==> src/cfgreg_pkg.sv <==
`default_nettype none

package cfgreg_pkg;

    localparam int XLEN = 32;                             // Core address and data width

    typedef logic [XLEN-1:0] addr_t;                      // Core and DDR byte address
    typedef logic [31:0]     word_t;                      // APB data word
    typedef logic [15:0]     paddr_t;                     // APB address
    typedef logic [11:0]     reg_off_t;                   // Register offset inside a region
    typedef logic [3:0]      region_t;                    // Region select from paddr[15:12]
    typedef logic [31:0]     cnt_t;                       // Wrapping statistics counter

    // Region map of the APB space
    localparam region_t REGION_CFG   = 4'd0;
    localparam region_t REGION_REMAP = 4'd1;

    localparam reg_off_t CFGREG_RSTN      = 12'h000;
    localparam reg_off_t CFGREG_BOOTVEC   = 12'h004;
    localparam reg_off_t CFGREG_DDROFFSET = 12'h008;
    localparam reg_off_t CFGREG_RSVREG0   = 12'h00C;
    localparam reg_off_t CFGREG_RSVREG1   = 12'h010;
    localparam reg_off_t CFGREG_VER       = 12'h014;   // Read only

    localparam reg_off_t REMAP_HITCNT    = 12'h000;
    localparam reg_off_t REMAP_FAULTCNT  = 12'h004;
    localparam reg_off_t REMAP_FAULTADDR = 12'h008;

    localparam addr_t DDR_OFFSET_RST = 32'h2000_0000;
    localparam addr_t BOOTVEC_RST    = 32'h0000_0000;
    localparam word_t RISCV_VER      = 32'h0001_0200;   // Major 1, minor 2, patch 0

    // Core side DDR window, translated by ddr_remap
    localparam addr_t DDR_WIN_BASE = 32'h8000_0000;
    localparam addr_t DDR_WIN_SIZE = 32'h1000_0000;

endpackage

`default_nettype wire

==> src/apb_intf.sv <==
`timescale 1ns/1ns
`default_nettype none

interface apb_intf;
    import cfgreg_pkg::*;

    logic   psel;
    logic   penable;
    logic   pwrite;
    paddr_t paddr;
    word_t  pwdata;
    word_t  prdata;
    logic   pready;
    logic   pslverr;

    modport master (
        output psel,
        output penable,
        output pwrite,
        output paddr,
        output pwdata,
        input  prdata,
        input  pready,
        input  pslverr
    );

    modport slave (
        input  psel,
        input  penable,
        input  pwrite,
        input  paddr,
        input  pwdata,
        output prdata,
        output pready,
        output pslverr
    );

endinterface

`default_nettype wire

==> src/apb_decoder.sv <==
`timescale 1ns/1ns
`default_nettype none

module apb_decoder (
    input  logic               clk,
    input  logic               rstn,
    input  logic               psel,
    input  logic               penable,
    input  logic               pwrite,
    input  cfgreg_pkg::paddr_t paddr,
    input  cfgreg_pkg::word_t  pwdata,
    output cfgreg_pkg::word_t  prdata,
    output logic               pready,
    output logic               pslverr,
    apb_intf.master            cfg_apb,
    apb_intf.master            remap_apb
);
    import cfgreg_pkg::*;

    region_t region;
    logic    region_hit;
    logic    unmapped_q;

    always_comb begin
        region     = paddr[15:12];
        region_hit = (region == REGION_CFG) || (region == REGION_REMAP);
    end

    // Only psel is qualified, the rest fans out to both slaves
    assign cfg_apb.psel    = psel & (region == REGION_CFG);
    assign cfg_apb.penable = penable;
    assign cfg_apb.pwrite  = pwrite;
    assign cfg_apb.paddr   = paddr;
    assign cfg_apb.pwdata  = pwdata;

    assign remap_apb.psel    = psel & (region == REGION_REMAP);
    assign remap_apb.penable = penable;
    assign remap_apb.pwrite  = pwrite;
    assign remap_apb.paddr   = paddr;
    assign remap_apb.pwdata  = pwdata;

    // Set at the end of an unmapped setup phase, so it is high for the access cycle only
    always_ff @(posedge clk or negedge rstn) begin
        if (!rstn) begin
            unmapped_q <= 1'b0;
        end else begin
            unmapped_q <= psel & ~penable & ~region_hit;
        end
    end

    always_comb begin
        case (region)
            REGION_CFG: begin
                prdata  = cfg_apb.prdata;
                pready  = cfg_apb.pready;
                pslverr = cfg_apb.pslverr;
            end
            REGION_REMAP: begin
                prdata  = remap_apb.prdata;
                pready  = remap_apb.pready;
                pslverr = remap_apb.pslverr;
            end
            default: begin
                prdata  = '0;             // Unmapped space reads zero
                pready  = 1'b1;
                pslverr = unmapped_q;
            end
        endcase
    end

endmodule

`default_nettype wire

==> src/cfgreg.sv <==
`timescale 1ns/1ns
`default_nettype none

module cfgreg (
    input  logic              clk,
    input  logic              rstn,
    apb_intf.slave            apb,
    output cfgreg_pkg::addr_t core_bootvec,
    output cfgreg_pkg::addr_t ddr_offset,
    output logic              core_rstn
);
    import cfgreg_pkg::*;

    word_t    rsv_reg0;
    word_t    rsv_reg1;
    word_t    rdata_c;
    reg_off_t off;
    logic     apb_wr;
    logic     apb_rd;

    always_comb begin
        off    = apb.paddr[11:0];
        apb_wr = apb.psel & ~apb.penable & apb.pwrite;    // Writes commit at the end of setup
        apb_rd = apb.psel & ~apb.penable & ~apb.pwrite;
    end

    always_ff @(posedge clk or negedge rstn) begin
        if (!rstn) begin
            core_rstn    <= 1'b0;                          // Core held in reset until released
            core_bootvec <= BOOTVEC_RST;
            ddr_offset   <= DDR_OFFSET_RST;
            rsv_reg0     <= '0;
            rsv_reg1     <= '0;
        end else if (apb_wr) begin
            case (off)
                CFGREG_RSTN:      core_rstn    <= apb.pwdata[0];
                CFGREG_BOOTVEC:   core_bootvec <= apb.pwdata;
                CFGREG_DDROFFSET: ddr_offset   <= apb.pwdata;
                CFGREG_RSVREG0:   rsv_reg0     <= apb.pwdata;
                CFGREG_RSVREG1:   rsv_reg1     <= apb.pwdata;
                default: ;                                 // Version and holes ignore writes
            endcase
        end
    end

    always_comb begin
        case (off)
            CFGREG_RSTN:      rdata_c = {{31{1'b0}}, core_rstn};
            CFGREG_BOOTVEC:   rdata_c = core_bootvec;
            CFGREG_DDROFFSET: rdata_c = ddr_offset;
            CFGREG_RSVREG0:   rdata_c = rsv_reg0;
            CFGREG_RSVREG1:   rdata_c = rsv_reg1;
            CFGREG_VER:       rdata_c = RISCV_VER;
            default:          rdata_c = '0;
        endcase
    end

    // Captured with the setup edge, presented during access
    always_ff @(posedge clk or negedge rstn) begin
        if (!rstn) begin
            apb.prdata <= '0;
        end else if (apb_rd) begin
            apb.prdata <= rdata_c;
        end
    end

    assign apb.pready  = 1'b1;
    assign apb.pslverr = 1'b0;

endmodule

`default_nettype wire

==> src/ddr_remap.sv <==
`timescale 1ns/1ns
`default_nettype none

module ddr_remap (
    input  logic              clk,
    input  logic              rstn,
    input  cfgreg_pkg::addr_t ddr_offset,
    input  logic              core_req_valid,
    input  cfgreg_pkg::addr_t core_req_addr,
    apb_intf.slave            apb,
    output logic              ddr_req_valid,
    output cfgreg_pkg::addr_t ddr_req_addr,
    output logic              remap_fault
);
    import cfgreg_pkg::*;

    addr_t    win_off;
    logic     in_win;
    cnt_t     hit_cnt;
    cnt_t     fault_cnt;
    addr_t    fault_addr;
    reg_off_t off;
    word_t    rdata_c;
    logic     apb_rd;
    logic     wr_err_q;

    // Addresses below the base wrap to large offsets and fall outside the window
    always_comb begin
        win_off = core_req_addr - DDR_WIN_BASE;
        in_win  = win_off < DDR_WIN_SIZE;
    end

    always_ff @(posedge clk or negedge rstn) begin
        if (!rstn) begin
            ddr_req_valid <= 1'b0;
            remap_fault   <= 1'b0;
        end else begin
            ddr_req_valid <= core_req_valid & in_win;
            remap_fault   <= core_req_valid & ~in_win;
        end
    end

    always_ff @(posedge clk) begin
        if (core_req_valid && in_win) begin
            ddr_req_addr <= ddr_offset + win_off;
        end
    end

    always_ff @(posedge clk or negedge rstn) begin
        if (!rstn) begin
            hit_cnt    <= '0;
            fault_cnt  <= '0;
            fault_addr <= '0;
        end else if (core_req_valid) begin
            if (in_win) begin
                hit_cnt <= hit_cnt + 1'b1;
            end else begin
                fault_cnt  <= fault_cnt + 1'b1;
                fault_addr <= core_req_addr;     // Keeps the most recent fault
            end
        end
    end

    always_comb begin
        off    = apb.paddr[11:0];
        apb_rd = apb.psel & ~apb.penable & ~apb.pwrite;
        case (off)
            REMAP_HITCNT:    rdata_c = hit_cnt;
            REMAP_FAULTCNT:  rdata_c = fault_cnt;
            REMAP_FAULTADDR: rdata_c = fault_addr;
            default:         rdata_c = '0;
        endcase
    end

    always_ff @(posedge clk or negedge rstn) begin
        if (!rstn) begin
            apb.prdata <= '0;
            wr_err_q   <= 1'b0;
        end else begin
            wr_err_q <= apb.psel & ~apb.penable & apb.pwrite;   // Region is read only
            if (apb_rd) begin
                apb.prdata <= rdata_c;
            end
        end
    end

    assign apb.pready  = 1'b1;
    assign apb.pslverr = wr_err_q;

endmodule

`default_nettype wire

==> src/cfg_subsys_top.sv <==
`timescale 1ns/1ns
`default_nettype none

module cfg_subsys_top (
    input  logic               clk,
    input  logic               rstn,
    input  logic               psel,
    input  logic               penable,
    input  logic               pwrite,
    input  cfgreg_pkg::paddr_t paddr,
    input  cfgreg_pkg::word_t  pwdata,
    output cfgreg_pkg::word_t  prdata,
    output logic               pready,
    output logic               pslverr,
    output cfgreg_pkg::addr_t  core_bootvec,
    output logic               core_rstn,
    input  logic               core_req_valid,
    input  cfgreg_pkg::addr_t  core_req_addr,
    output logic               ddr_req_valid,
    output cfgreg_pkg::addr_t  ddr_req_addr,
    output logic               remap_fault
);
    import cfgreg_pkg::*;

    addr_t ddr_offset;

    apb_intf apb_cfg ();
    apb_intf apb_remap ();

    apb_decoder u_apb_decoder (
        .clk       (clk),
        .rstn      (rstn),
        .psel      (psel),
        .penable   (penable),
        .pwrite    (pwrite),
        .paddr     (paddr),
        .pwdata    (pwdata),
        .prdata    (prdata),
        .pready    (pready),
        .pslverr   (pslverr),
        .cfg_apb   (apb_cfg.master),
        .remap_apb (apb_remap.master)
    );

    cfgreg u_cfgreg (
        .clk          (clk),
        .rstn         (rstn),
        .apb          (apb_cfg.slave),
        .core_bootvec (core_bootvec),
        .ddr_offset   (ddr_offset),
        .core_rstn    (core_rstn)
    );

    ddr_remap u_ddr_remap (
        .clk            (clk),
        .rstn           (rstn),
        .ddr_offset     (ddr_offset),
        .core_req_valid (core_req_valid),
        .core_req_addr  (core_req_addr),
        .apb            (apb_remap.slave),
        .ddr_req_valid  (ddr_req_valid),
        .ddr_req_addr   (ddr_req_addr),
        .remap_fault    (remap_fault)
    );

endmodule

`default_nettype wire

==> config.mk <==
export PLATFORM = sky130hd
export DESIGN_NAME = cfg_subsys_top
export DESIGN_NICKNAME = d
export VERILOG_FILES = /design/src/cfgreg_pkg.sv /design/src/apb_intf.sv /design/src/apb_decoder.sv /design/src/cfgreg.sv /design/src/ddr_remap.sv /design/src/cfg_subsys_top.sv
export SDC_FILE = /design/constraint.sdc
export NUM_CORES = 1
export LEC_CHECK = 0
export ABC_CLOCK_PERIOD_IN_PS = 4480
export BUFFER_PORTS_ARGS = -buffer_cell sky130_fd_sc_hd__buf_4
export CAP_MARGIN = 20
export CORE_MARGIN = 1.5
export CORE_UTILIZATION = 60
export CTS_CLUSTER_SIZE = 28
export DETAILED_ROUTE_END_ITERATION = 10
export PLACE_DENSITY = 0.86
export SLEW_MARGIN = 30
export SYNTH_ARGS = -nofsm -noshare
export SYNTH_HDL_FRONTEND = slang
export SYNTH_SLANG_ARGS = --single-unit
==> constraint.sdc <==
create_clock -name clk -period 4.48 [get_ports clk]
set_input_delay 0.224 -clock clk [delete_from_list [all_inputs] [get_ports clk]]
set_output_delay 0.224 -clock clk [all_outputs]
set_load 0.03 [all_outputs]
After elaboration in Yosys (flattened, before gate mapping)
Index checks and enable logic that the tools add are counted.
Word-level totals
  register bits: 325
  input port bits: 86
  output and inout bits: 101
  word-level logic and storage cells: 57
Cells by class
  $add $sub $neg: 4
  order comparisons: 1
  equality and inequality tests: 6
  mux-type cells: 4
  bitwise gates (word level): 16
  reductions and logical operators: 11
Operator list (number)
  $pmux W32 S6: 1
  $pmux W32 S3: 1
  $add A32 B1 Y32 const B: 2
  $pmux W32 S2: 1
  $add A32 B32 Y32: 1
  $lt A32 B29 Y1 const B: 1
  $sub A32 B32 Y32 const B: 1
  $eq A12 B4 Y1 const B: 2
  $eq A12 B5 Y1 const B: 2
  $reduce_and A2 Y1: 7
  $and A1 B1 Y1: 12
  $eq A12 B3 Y1 const B: 1
  $logic_not A12 Y1: 1
  $eq A4 B1 Y1 const B: 1
  $logic_not A4 Y1: 1
  $not A1 Y1: 4
  $pmux W1 S2: 1
  $logic_and A1 B1 Y1: 1
  $logic_or A1 B1 Y1: 1

Logic depth before layout (Yosys ltp)
  word-level depth: 5
  depth in mapped cells: 9
  mapped depth without buffers: 9

Cells and area by module
A second synthesis with hierarchy kept.
Second synthesis, totals
  cell total of the unflattened synthesis: 1513
  area, all modules: 16513.3 um^2
By module, submodules not included
  ddr_remap: instances 1, cells an instance 817, area an instance 8224.1 um^2, sequential area each 4239.1 um^2
  cfgreg: instances 1, cells an instance 514, area an instance 6931.6 um^2, sequential area each 4030.1 um^2
  apb_decoder: instances 1, cells an instance 182, area an instance 1357.6 um^2, sequential area each 25.0 um^2

Least setup slack after synthesis
OpenSTA, ideal clock, no wires.
  path type: input-to-reg
  start: input core_req_addr[30]
  end: register u_ddr_remap.hit_cnt[12]
  setup time: 123 ps
  data arrival time: 2746 ps
  required time: 4357 ps
  slack: 1612 ps
  stages: 6
  path buffers: 1
  cells stage by stage: nor4b_1 -> and2_1 -> clkbuf_1 -> nand4_1 -> or3_1 -> xnor2_1
Between the ends
  cells in the longest elaborated chain, start to end: 3
Ends and longest elaborated chain
  start: declaration: line cfg_subsys_top.sv:18  | input cfgreg_pkg::addr_t core_req_addr,
  $sub A32 B32 Y32: line ddr_remap.sv:29  | win_off = core_req_addr - DDR_WIN_BASE;
  $lt A32 B29 Y1: line ddr_remap.sv:30  | in_win = win_off < DDR_WIN_SIZE;
  $reduce_and A2 Y1 (no line)
  end signal: assignment: line ddr_remap.sv:56  | hit_cnt <= hit_cnt + 1'b1;
  end: declaration: line ddr_remap.sv:19  | cnt_t hit_cnt;
No other way between the ends.
A chain may end at the register's enable or synchronous reset.

Worst setup path in the final report
  start: input core_req_addr[0]
  end: register u_ddr_remap.ddr_req_addr[30] (data pin)
Between the ends
  cells in the longest elaborated chain, start to end: 2
Ends and longest elaborated chain
  $sub A32 B32 Y32: line ddr_remap.sv:29
  $add A32 B32 Y32: line ddr_remap.sv:45  | ddr_req_addr <= ddr_offset + win_off;
  end signal: assignment: line ddr_remap.sv:45
  end: declaration: line ddr_remap.sv:12  | output cfgreg_pkg::addr_t ddr_req_addr,
No other way between the ends.

==> results.md <==
- Via count of the first global-routing pass: 12500
- Power per cell area: 345 nW/um^2
- Sink count of the clock tree: 325
- Final critical delay including setup and external delays: 3.14 ns
- WP data arrival: 3.42 ns
- Required time at the endpoint of the critical path: 4.76 ns
- Remaining antenna violation count: 0
- Die width: 164 um
- Clock slew at reported path FFs: 0.07 ns
- RSZ-0062 raised after global routing: no
- Launch point of the worst path: core_req_addr[0]
- Die Span Y: 164 um
- Synth Instances: 1383
- Primary flip-flop cell chosen by synthesis mapping: dfrtp_1
- Area taken by flip-flops and latches: 8290 um^2
- Leakage dissipation: 9.01 nW
- FF+latch count, synth: 325
- Source-to-sink clock delay at the later pin of the worst-skew pair: 0.53 ns
- Share of the synthesized area in the top cell type: 47.1%
- CP Depth: 11
- CTS Buf Count: 34
- Internal portion of total power: 5.03 mW
- Final HPWL DP: 29000 um
- Clock network fraction of total power: 45.0%
- First-pass iteration count of the detailed router: 10
- Post-Syn Area per Cell: 11.2 um^2
- Number of placed I/O pins: 187
- Combinational power share: 7.1%
- Post-synth design cell area: 15500 um^2
- Reg2reg path depth: 9
- Net count, final: 1725
- Antenna violations before repair: 2
- Pre-CTS setup slack: 1.44 ns
- Clock root buffer: clkbuf_16
- Post-detailed-route wirelength per cell: 23.3 um
- Final setup margin: 1.34 ns
- Share of total power in sequential cells: 47.9%
- IO buf count: 185
- Status: completed
- Number of synthesized flops with an enable pin: 32
- Critical register-to-register path endpoint: u_ddr_remap.ddr_req_addr[30]$_DFFE_PP_
- Placed instance area: 17200 um^2
- Total GRT Usage: 34.7%
- Switching part of the total: 23.3%
- Top area cells in the synthesized netlist: dfrtp_1 (47%), mux2_2 (7.2%), edfxtp_1 (6.2%)
- Last weighted congestion value of the routability-driven placer: 0.936
- Worst path slowest cell: dlygate4sd3_1
- Worst-case register-to-register setup slack: 1.35 ns
- Maximum number of pins on one net before global-route repair: 109
- Maximum cell stage delay along the critical path: 0.54 ns
- Placeable core region: 25300 um^2
- Maximum vdd drop: 0.248 mV
- Peak Freq: 0.319 GHz
- Largest delay share family, worst path: compound AO/OA/AOI/OAI gates
- Remaining routing DRC violations: 0
- Slew at the pin with the worst max-slew slack: 0.758 ns
- Cell-by-cell listing of the critical path: dlygate4sd3_1 -> buf_4 -> ha_1 -> fa_1 -> a21oi_1 -> o211ai_1 -> a31oi_1 -> o21ai_0 -> a21o_1 -> a31oi_1 -> xnor2_1
- Worst-path maximum fanout: 3
- Number of placement rows: 58
- Area used by multi-input combinational logic: 6870 um^2
- TritonCTS clock tree: built
- Worst-case clock buffer depth: 3
- Number of levels the H-tree was split into: 2
- Crit Path Category: in2reg
- Die area: 26800 um^2
- Total of max-cap violations: 0
- Async S/R FF share, synth: 90.2%
- Total net switching power: 1.53 mW
- Synthesis-to-finish area growth: 22.6%
- Worst rel slew slack: 49.5%
- Worst flop-to-flop path startpoint: u_cfgreg.ddr_offset[0]$_DFFE_PN0P_
- Post-cts gate resize count: 0
- Fill cell instance count of the final layout: 1518
- End of the critical path: u_ddr_remap.ddr_req_addr[30]$_DFFE_PP_
- Total grt overflow: 0
- First-pass GRT wire length: 70800 um
- Kind of end point of the critical path: flop
- Final Max Tran Viols: 0
- Kind of launch point of the worst setup path: primary input
- Routed WL: 45800 um
- Worst hold path type: in2reg
- Fraction of layout instances using a drive strength above 1: 24.4%
- Post-Syn Nets: 1503
- Post-route cell area: 19000 um^2
- Endpoints failing hold: 0
- Sum of negative setup slack: 0 ns
- Final setup violation count: 0
- Worst hold margin: 0.0283 ns
- Number of vias per cell: 6.38
- Cell variety after synth: 60
- Initial cell density of the core: 61.5%
- Bufs and invs on worst path: 2
- Vias after detailed routing: 12500
- Worst clock skew: 0.0217 ns
- Most area-hungry cell type in the Yosys netlist: dfrtp_1
- Yosys synthesis warning count: 0
- Most Frequent Cell on Critical Path: a31oi_1
- Number of buffers inserted to repair setup after CTS: 0
- Final cycle utilization of the critical path: 70.0%
- Number of DRC markers in iteration 0: 1804
- Sequential-to-total area share from yosys stat: 53.4%
## logic make-up (layout without fill, tap and decap cells)
kind of cell	after synthesis	after routing	synth area share, %
adders and majority gates	34	34	2.79
AOI/OAI and AO/OA	232	232	10.1
other	1	3	0.0242
muxes	194	194	14.3
DFF	325	325	53.4
xor gates and xnor gates	91	91	5.14
buffers and inverters	96	342	2.59
and+or+nand+nor	410	410	11.6
## worst register-to-register path: cells and delay by family, from the launching register on
family	cells	cell delay, ns
compound gates	6	1.73
fa+ha+maj	2	0.68
xor+xnor	1	0.08
flops	1	0.40
## power by group through the flow
stage | clock network, mW | registers (mW) | logic (mW)
3_3_place_gp | 0 | 3.19 | 0.389
5_1_grt | 3.09 | 3.15 | 0.507
6_report | 2.95 | 3.14 | 0.465
4_1_cts | 2.93 | 3.14 | 0.455
2_1_floorplan | 0 | 3.18 | 0.187
3_5_place_dp | 0 | 3.19 | 0.402
## placed cells by master (no fill, tap or decap), types with 3 or more instances in the layout
cell	n
clkbuf_8	11
nor4_1	3
a31oi_1	3
and3_1	21
ha_1	33
a211oi_1	8
nand2_1	207
nand4_1	18
o21a_1	3
clkbuf_1	7
o211ai_1	7
buf_4	198
a222oi_1	32
edfxtp_1	32
mux2_4	30
xnor2_1	65
dlygate4sd3_1	66
a21o_1	7
nand3b_1	3
a221oi_1	31
a22o_1	3
dfrtp_1	292
and2_1	4
clkbuf_16	38
nor3_1	9
nor2_1	92
inv_1	12
mux2i_1	63
a21oi_1	41
o21ai_0	84
nand3_1	30
xor2_1	26
mux2_2	99
## Yosys cell counts, types with 13 or more instances
master      n
dfrtp_1   292
nand2_1   207
mux2_2     99
nor2_1     93
o21ai_0    84
xnor2_1    65
mux2i_1    63
clkbuf_1   56
a21oi_1    41
ha_1       33
a222oi_1   32
edfxtp_1   32
a221oi_1   31
mux2_4     30
nand3_1    30
xor2_1     26
and3_1     21
nand4_1    18
inv_1      13
## how the worst min path moves through the flow
stage,start,endpoint,slack (ns),cells after the start
finish,penable,u_apb_decoder.unmapped_q$_DFF_PN0_,0.03,2
global route,penable,u_apb_decoder.unmapped_q$_DFF_PN0_,0.02,2
CTS,core_req_addr[1],u_ddr_remap.fault_addr[1]$_DFFE_PN0P_,0.005,3
detailed placement,rstn,u_cfgreg.core_bootvec[5]$_DFFE_PN0P_,0.25,1
global placement,rstn,u_cfgreg.core_bootvec[5]$_DFFE_PN0P_,0.26,1
floorplan,rstn,u_apb_decoder.unmapped_q$_DFF_PN0_,-0.07,0
## per-layer routing
metal / up-vias / part of all wire [%] / GRT usage [%]
met5: - / 0 / 0
met4: 0 / 4.9 / 16.6
met3: 166 / 10 / 7.80
met2: 779 / 47 / 53.7
met1: 6169 / 38 / 46.7
li1: 5401 / - / -
## layout make-up
class	count	share of cell area [%]
flip-flops and latches	325	43.6
diodes	2	0.0263
repair buffers	269	11.7
clock buffers	56	5.93
inverters	13	0.256
well taps	330	2.17
clock inverters	4	0.230
multi-input cells	962	36.1
## what timing repair did
item / in CTS / in global routing
hold buffers: 66 / 0
setup endpoints to repair: 0 / 0
hold endpoints to repair: 244 / 0
## stage by stage
| stage | instances | utilization (%) | power, mW |
|---|---|---|---|
| after CTS | 1959 | 75.3 | 6.53 |
| final | 1961 | 75.3 | 6.56 |
| after global routing | 1960 | 75.3 | 6.75 |
| after detailed placement | 1833 | 68.0 | 3.59 |
| after floorplan | 1383 | - | 3.37 |
| after global placement | 1831 | 67.9 | 3.58 |
## registers in the layout, summed over array words and instances, names as in the netlist
register,count
u_ddr_remap.fault_cnt,32
u_apb_decoder.unmapped_q,1
u_ddr_remap.remap_fault,1
u_ddr_remap.ddr_req_valid,1
u_ddr_remap.hit_cnt,32
u_cfgreg.rsv_reg0,32
u_ddr_remap.fault_addr,32
u_ddr_remap.ddr_req_addr,32
u_ddr_remap.apb.prdata,32
u_cfgreg.core_bootvec,32
u_cfgreg.core_rstn,1
u_cfgreg.apb.prdata,32
u_cfgreg.ddr_offset,32
u_cfgreg.rsv_reg1,32
u_ddr_remap.apb.pslverr,1
(Power assumes the default switching activity.)
